===== config.mk =====
export PLATFORM = sky130hd
export DESIGN_NAME = routerOutputPort
export DESIGN_NICKNAME = d
export VERILOG_FILES = /design/src/common/nocPkg.sv /design/src/rtl/flitFifo.sv /design/src/arbiter/grantTimer.sv /design/src/arbiter/outputArbiter.sv /design/src/rtl/routerOutputPort.sv
export SDC_FILE = /design/constraint.sdc
export NUM_CORES = 1
export LEC_CHECK = 0
export BUFFER_PORTS_ARGS = -buffer_cell sky130_fd_sc_hd__buf_4
export CELL_PAD_IN_SITES_DETAIL_PLACEMENT = 1
export CELL_PAD_IN_SITES_GLOBAL_PLACEMENT = 1
export CORE_ASPECT_RATIO = 1.25
export CORE_MARGIN = 4
export CORE_UTILIZATION = 35
export CTS_BUF_LIST = sky130_fd_sc_hd__clkbuf_8
export DETAILED_ROUTE_END_ITERATION = 7
export GPL_ROUTABILITY_DRIVEN = 0
export PLACE_DENSITY_LB_ADDON = 0.25
export SETUP_SLACK_MARGIN = 0.02
export SLEW_MARGIN = 20
export SYNTH_ARGS = -nofsm -noshare
export SYNTH_HDL_FRONTEND = slang
export SYNTH_SLANG_ARGS = --single-unit

===== constraint.sdc =====
create_clock -name clk -period 4.9 [get_ports clk]
set_clock_uncertainty 0.15 [all_clocks]
set_input_delay 0.98 -clock clk [delete_from_list [all_inputs] [get_ports clk]]
set_output_delay 0.98 -clock clk [all_outputs]
set_load 0.03 [all_outputs]

===== src/common/nocPkg.sv =====
`default_nettype none

package nocPkg;

  // Router inputs in index order Local, North, East, West, South
  localparam int numPorts = 5;

  localparam int flitWidth = 32;
  localparam int flitIdWidth = 3;
  localparam int lengthWidth = 12;
  localparam int tagWidth = flitWidth - flitIdWidth - lengthWidth;
  localparam int payloadWidth = flitWidth - flitIdWidth;

  localparam logic [flitIdWidth-1:0] flitIdHead = 3'd1;
  localparam logic [flitIdWidth-1:0] flitIdBody = 3'd2;
  localparam logic [flitIdWidth-1:0] flitIdTail = 3'd4;

  // A head flit carries the packet length and the destination tag
  // Body and tail flits carry payload only, behind the same id field
  typedef union packed {
    struct packed {
      logic [flitIdWidth-1:0] flitId;
      logic [lengthWidth-1:0] length;
      logic [tagWidth-1:0]    destTag;
    } head;
    struct packed {
      logic [flitIdWidth-1:0]  flitId;
      logic [payloadWidth-1:0] payload;
    } body;
  } flitU;

endpackage

`default_nettype wire


===== src/rtl/flitFifo.sv =====
`timescale 1ns/1ps
`default_nettype none

module flitFifo
  import nocPkg::*;
#(
  parameter int fifoDepth = 4
)
(
  input  logic clk,
  input  logic rst,
  input  logic inValid,
  input  flitU inFlit,
  input  logic pop,
  output logic inReady,
  output logic notEmpty,
  output flitU headFlit
);

  localparam int addrWidth = $clog2(fifoDepth);

  flitU mem [fifoDepth];

  // Pointers carry one extra wrap bit to tell full from empty
  logic [addrWidth:0] wrPtr;
  logic [addrWidth:0] rdPtr;
  logic               full;
  logic               push;
  logic               popEn;

  assign full = (wrPtr[addrWidth] != rdPtr[addrWidth]) &&
                (wrPtr[addrWidth-1:0] == rdPtr[addrWidth-1:0]);

  assign inReady  = !full;
  assign notEmpty = (wrPtr != rdPtr);
  assign push     = inValid && inReady;
  assign popEn    = pop && notEmpty;

  // Head comes straight from storage, valid together with notEmpty
  assign headFlit = mem[rdPtr[addrWidth-1:0]];

  always_ff @(posedge clk)
  begin
    if (push)
      mem[wrPtr[addrWidth-1:0]] <= inFlit;
  end

  always_ff @(posedge clk)
  begin
    if (rst)
    begin
      wrPtr <= '0;
      rdPtr <= '0;
    end
    else
    begin
      if (push)
        wrPtr <= wrPtr + 1'b1;
      if (popEn)
        rdPtr <= rdPtr + 1'b1;
    end
  end

endmodule

`default_nettype wire


===== src/arbiter/grantTimer.sv =====
`timescale 1ns/1ps
`default_nettype none

module grantTimer
  import nocPkg::*;
(
  input  logic clk,
  input  logic rst,
  input  logic runTimer,
  input  logic headLoad,
  input  logic clearCount,
  input  flitU headFlit,
  output logic timesUp
);

  // Budget is in flits sent per grant, not in clock cycles
  logic [lengthWidth-1:0] budget;
  logic [lengthWidth-1:0] count;

  always_ff @(posedge clk)
  begin
    if (rst)
    begin
      budget <= '0;
      count  <= '0;
    end
    else
    begin
      if (headLoad)
        budget <= headFlit.head.length;

      // A head flit starts a new packet, and it is itself the first flit sent
      if (clearCount)
        count <= '0;
      else if (headLoad)
        count <= lengthWidth'(1);
      else if (runTimer)
        count <= count + 1'b1;
    end
  end

  assign timesUp = (count != '0) && (count == budget);

endmodule

`default_nettype wire


===== src/arbiter/outputArbiter.sv =====
`timescale 1ns/1ps
`default_nettype none

module outputArbiter
  import nocPkg::*;
(
  input  logic                clk,
  input  logic                rst,
  input  logic [numPorts-1:0] notEmpty,
  input  flitU                headFlit [numPorts],
  input  logic [numPorts-1:0] timesUp,
  input  logic                outReady,
  output logic [numPorts-1:0] pop,
  output logic [numPorts-1:0] runTimer,
  output logic [numPorts-1:0] headLoad,
  output logic [numPorts-1:0] clearCount,
  output logic                outValid,
  output flitU                outFlit
);

  // Bit 0 is idle, bit p+1 grants port p
  localparam int stateWidth = numPorts + 1;
  localparam logic [stateWidth-1:0] stateIdle = stateWidth'(1);

  logic [stateWidth-1:0] state;
  logic [stateWidth-1:0] nextState;
  logic [numPorts-1:0]   grant;
  logic                  transfer;

  // First requester among count ports, walking the rotation from port first
  function automatic logic [stateWidth-1:0] pickFrom
  (
    input logic [numPorts-1:0] req,
    input int                  first,
    input int                  count
  );
    logic [stateWidth-1:0] result;
    logic                  found;
    int                    idx;
    result = stateIdle;
    found  = 1'b0;
    for (int k = 0; k < numPorts; k++)
    begin
      idx = (first + k) % numPorts;
      if (!found && (k < count) && req[idx])
      begin
        result          = '0;
        result[idx + 1] = 1'b1;
        found           = 1'b1;
      end
    end
    return result;
  endfunction

  always_ff @(posedge clk)
  begin
    if (rst)
      state <= stateIdle;
    else
      state <= nextState;
  end

  always_comb
  begin
    nextState = stateIdle;
    // Idle scans in fixed order starting at Local
    if (state[0])
      nextState = pickFrom(notEmpty, 0, numPorts);
    for (int p = 0; p < numPorts; p++)
    begin
      if (state[p + 1])
      begin
        if (notEmpty[p] && !timesUp[p])
        begin
          nextState        = '0;
          nextState[p + 1] = 1'b1;
        end
        else
          nextState = pickFrom(notEmpty, p + 1, numPorts - 1);
      end
    end
  end

  assign grant = state[stateWidth-1:1];

  // An owner whose budget is spent sends nothing more before it lets go
  always_comb
  begin
    outFlit  = '0;
    outValid = 1'b0;
    for (int i = 0; i < numPorts; i++)
    begin
      if (grant[i])
      begin
        outFlit  = headFlit[i];
        outValid = notEmpty[i] && !timesUp[i];
      end
    end
  end

  assign transfer = outValid && outReady;

  assign pop        = grant & {numPorts{transfer}};
  assign runTimer   = pop;
  assign clearCount = grant & ~nextState[stateWidth-1:1];

  always_comb
  begin
    for (int i = 0; i < numPorts; i++)
      headLoad[i] = pop[i] && (headFlit[i].head.flitId == flitIdHead);
  end

endmodule

`default_nettype wire


===== src/rtl/routerOutputPort.sv =====
`timescale 1ns/1ps
`default_nettype none

module routerOutputPort
  import nocPkg::*;
#(
  parameter int fifoDepth = 4
)
(
  input  logic                clk,
  input  logic                rst,
  input  logic [numPorts-1:0] inValid,
  input  flitU                inFlit [numPorts],
  input  logic                outReady,
  output logic [numPorts-1:0] inReady,
  output logic                outValid,
  output flitU                outFlit
);

  logic [numPorts-1:0] notEmpty;
  logic [numPorts-1:0] pop;
  logic [numPorts-1:0] runTimer;
  logic [numPorts-1:0] headLoad;
  logic [numPorts-1:0] clearCount;
  logic [numPorts-1:0] timesUp;
  flitU                headFlit [numPorts];

  // One buffer and one flit budget per input
  for (genvar i = 0; i < numPorts; i++)
  begin : gPort
    flitFifo #(
      .fifoDepth (fifoDepth)
    ) uFifo (
      .clk      (clk),
      .rst      (rst),
      .inValid  (inValid[i]),
      .inFlit   (inFlit[i]),
      .pop      (pop[i]),
      .inReady  (inReady[i]),
      .notEmpty (notEmpty[i]),
      .headFlit (headFlit[i])
    );

    grantTimer uTimer (
      .clk        (clk),
      .rst        (rst),
      .runTimer   (runTimer[i]),
      .headLoad   (headLoad[i]),
      .clearCount (clearCount[i]),
      .headFlit   (headFlit[i]),
      .timesUp    (timesUp[i])
    );
  end

  outputArbiter uArbiter (
    .clk        (clk),
    .rst        (rst),
    .notEmpty   (notEmpty),
    .headFlit   (headFlit),
    .timesUp    (timesUp),
    .outReady   (outReady),
    .pop        (pop),
    .runTimer   (runTimer),
    .headLoad   (headLoad),
    .clearCount (clearCount),
    .outValid   (outValid),
    .outFlit    (outFlit)
  );

endmodule

`default_nettype wire


==> qor.yml <==
arrival_ns: 3.53
irDropWorstVdd_mv: 0.2600
drt_wl_total_um: 94390
yosysMostFrequentCell: "edfxtp_1"
rr_startpoint: "gPort[4].uTimer.count[0]"
antenna_found_initial: 10
cts_sinks: 806
drive_gt1_frac: 0.2519
worst_pin_slew_ns: 1.014
r2r_slack_ns: 1.11
finalSetupViolCount: 0
hold-path-cell-count: 1
holdPathEnd: "gPort[0].uFifo.mem[0][23]"
path_max_fanout: 10
final_cells: 3675
vias_per_cell: 5.309
core_um2: 93060
synth_top_cell_area_share: 0.5849
finalMaxSlewViolations: 0
worst_hold_path_type: "in -> reg"
grt_pass1_vias: 21300
rows: 125
hp-start: "inFlit[151]"
dr.pass1.iters: 5
antenna_left: 0
worst_setup_path_end_kind: "output pin"
hpwl_um: 65010
synth_edf_count: 640
dp_worst_setup_slack_ns: 0.8944
layout.nets: 2563
drt_iter0_drc: 1461
seqCellArea_um2: 22560
pwr-share-comb: 0.143
synth_common_cells: "edfxtp_1, dfxtp_1, mux4_2, nor2_1, clkbuf_1"
ioPinCount: 206
cts_setup_buffers: 0
grt_max_degree: 67
swShare: 0.2804
worst_r2r_path_depth: 11
synth_cell_types: 63
maxSlewHeadroom: 0.3237
avgRoutedWirePerCell_um: 25.68
p_int_mw: 11.20
dieArea_um2: 98880
syn_avg_cell_area_um2: 15.74
synth-seq-cells: 806
p_seq_frac: 0.502
overflow: 0
met1_usage: 0.2274
multi_input_area_um2: 9718
num_vias: 19510
h-tree-depth: 4
crit_type: "reg -> out"
required_ns: 3.77
yosysWarnings: 0
busiest_layer: "met2"
grt.total_usage: 0.1906
grt_pass1_wl_um: 139400
power_density_nw_per_um2: 404.7
synth-async-reset-ratio: 0
die_w_um: 282.1
seq_area_frac_synth: 0.6860
place_inst: 3428
drv_cap: 0
initial_core_util: 0.3531
fp.dieH_um: 350.6
synth_cells: 2088
cp-start-kind: "flop"
io_buffers: 205
root_buffer: "clkbuf_8"
syn_to_final_growth_pct: 17.02
finalHoldViolCount: 0
status: "completed"
holdBufCountCts: 0
p_leak_nw: 13.13
synth-main-ff-cell: "edfxtp_1"
p_sw_mw: 4.363
clkPwrFrac: 0.355
rsz0062_at_grt: "no"
synth_nets: 2291
setup_ws_ns: 0.2443
fmax_ghz: 0.2148
syn_area_um2: 32860
cts_buffers: 136
yosys-top-cells-area: "edfxtp_1, mux4_2, dfxtp_1, xor2_1, nor2_1"
fin_setup_tns_ns: 0
period_share: 0.9501
total_power_mw: 15.56
layout_min_cycle_time_ns: 4.656
met2_usage: 0.3454
cts_buffer_depth: 3
clkSlewWorstSetupHoldPaths_ns: 0.06
remaining_drc_errors: 0
synth.largest_area_cell: "edfxtp_1"
fillers: 9294
grt.met3_usage: 0.04193
clkLatencyLatePin_ns: 0.79
cts_tree: "yes"
==> critical path: stages, from the launching register on <==
cell and delay, ns:
dfxtp_4 0.49, buf_4 0.30, mux4_2 0.57, a221oi_1 0.47, nor3_1 0.10, a21oi_1 0.33
o21ai_0 0.22, buf_4 0.24
==> state kept, by name (all words and copies together) (netlist names), named ones only <==
register and cells:
gPort.uFifo.wrPtr 15, uArbiter.state 6, gPort.uTimer.count 60, gPort.uFifo.mem 640
gPort.uFifo.rdPtr 15, gPort.uTimer.budget 60
==> layout make-up <==
cell class              instances  area share
clock buffers                 143     0.05118
diodes                          8   0.0005206
repair buffers                261     0.05356
clock inverters                96     0.01289
well taps                    1206     0.03924
inverters                      34    0.003319
multi-input cells            1121      0.2527
flip-flops and latches        806      0.5866
==> layer usage <==
metal / vias up / share of wire
li1: 8779 / -
met1: 10180 / 0.40
met2: 427 / 0.54
met3: 118 / 0.045
met4: 4 / 0.022
met5: - / 0.00036
==> placed cells by master (no fill, tap or decap), types with 5 or more instances in the layout <==
cell          n
clkinv_1     18
nor2b_1       8
and2_1       11
mux2_2        7
nor3_1       55
clkbuf_8    143
or4_1        24
dfxtp_1     157
buf_12        8
nor2_1      131
diode_2       8
edfxtp_1    640
xnor2_1      27
mux2i_1      34
clkinvlp_4    5
a211oi_1     25
ha_1         35
o31ai_1      22
nand3_1      74
or3_1        16
clkinv_2      5
mux4_2      160
o21ai_0      86
a221oi_1     34
xor2_1       80
nand2_1      71
and3_1       25
dfxtp_2       8
nor4b_1       5
a21oi_1      90
buf_4       253
inv_1        92
nand4_1      24
nor4_1       17
==> stage by stage <==
stage                 util  area [um^2]  hold slack, ns
global placement    0.3864        35960          0.3271
finish              0.4132        38450          0.2371
CTS                 0.4129        38430          0.1507
detailed placement  0.3864        35960          0.3324
floorplan                -        32860          0.3149
global route        0.4131        38440          0.1568
==> worst max path at each step <==
| stage | to | startpoint | cells past startpoint | slack [ns] |
|---|---|---|---|---|
| after floorplan | outFlit[10] | flop | 8 | 0.81 |
| after global placement | outFlit[27] | flop | 7 | 0.92 |
| after detailed placement | outFlit[31] | flop | 7 | 0.89 |
| after CTS | outFlit[10] | uArbiter.state[1] | 8 | 0.09 |
| after global routing | outFlit[16] | uArbiter.state[1] | 8 | 0.04 |
| final | outFlit[27] | flop | 7 | 0.24 |
==> power groups by stage <==
| stage | registers [mW] | logic, mW | clock network [mW] |
|---|---|---|---|
| 6_report | 7.82 | 2.22 | 5.53 |
| 5_1_grt | 7.84 | 2.37 | 6.03 |
| 4_1_cts | 7.82 | 2.27 | 5.71 |
| 3_5_place_dp | 7.96 | 2.26 | 0 |
| 3_3_place_gp | 7.94 | 2.23 | 0 |
| 2_1_floorplan | 7.89 | 1.20 | 0 |
==> logic make-up (layout without fill, tap and decap cells) <==
logic type	Yosys count	count (layout)	share of synthesized area
flops	806	806	0.6860
simple gates	485	485	0.07402
compound gates	293	293	0.05639
mux	201	201	0.1224
buf+inv	161	534	0.01934
xor+xnor	107	107	0.02852
fa+ha+maj	35	35	0.01333
other cells	0	8	0
==> repair_timing <==
item                                    CTS  global route
pin swaps                                 0             0
endpoints found under the setup margin    2             1
resized for setup                         2             1
hold endpoints to repair                  0             0
(Power assumes the default switching activity.)
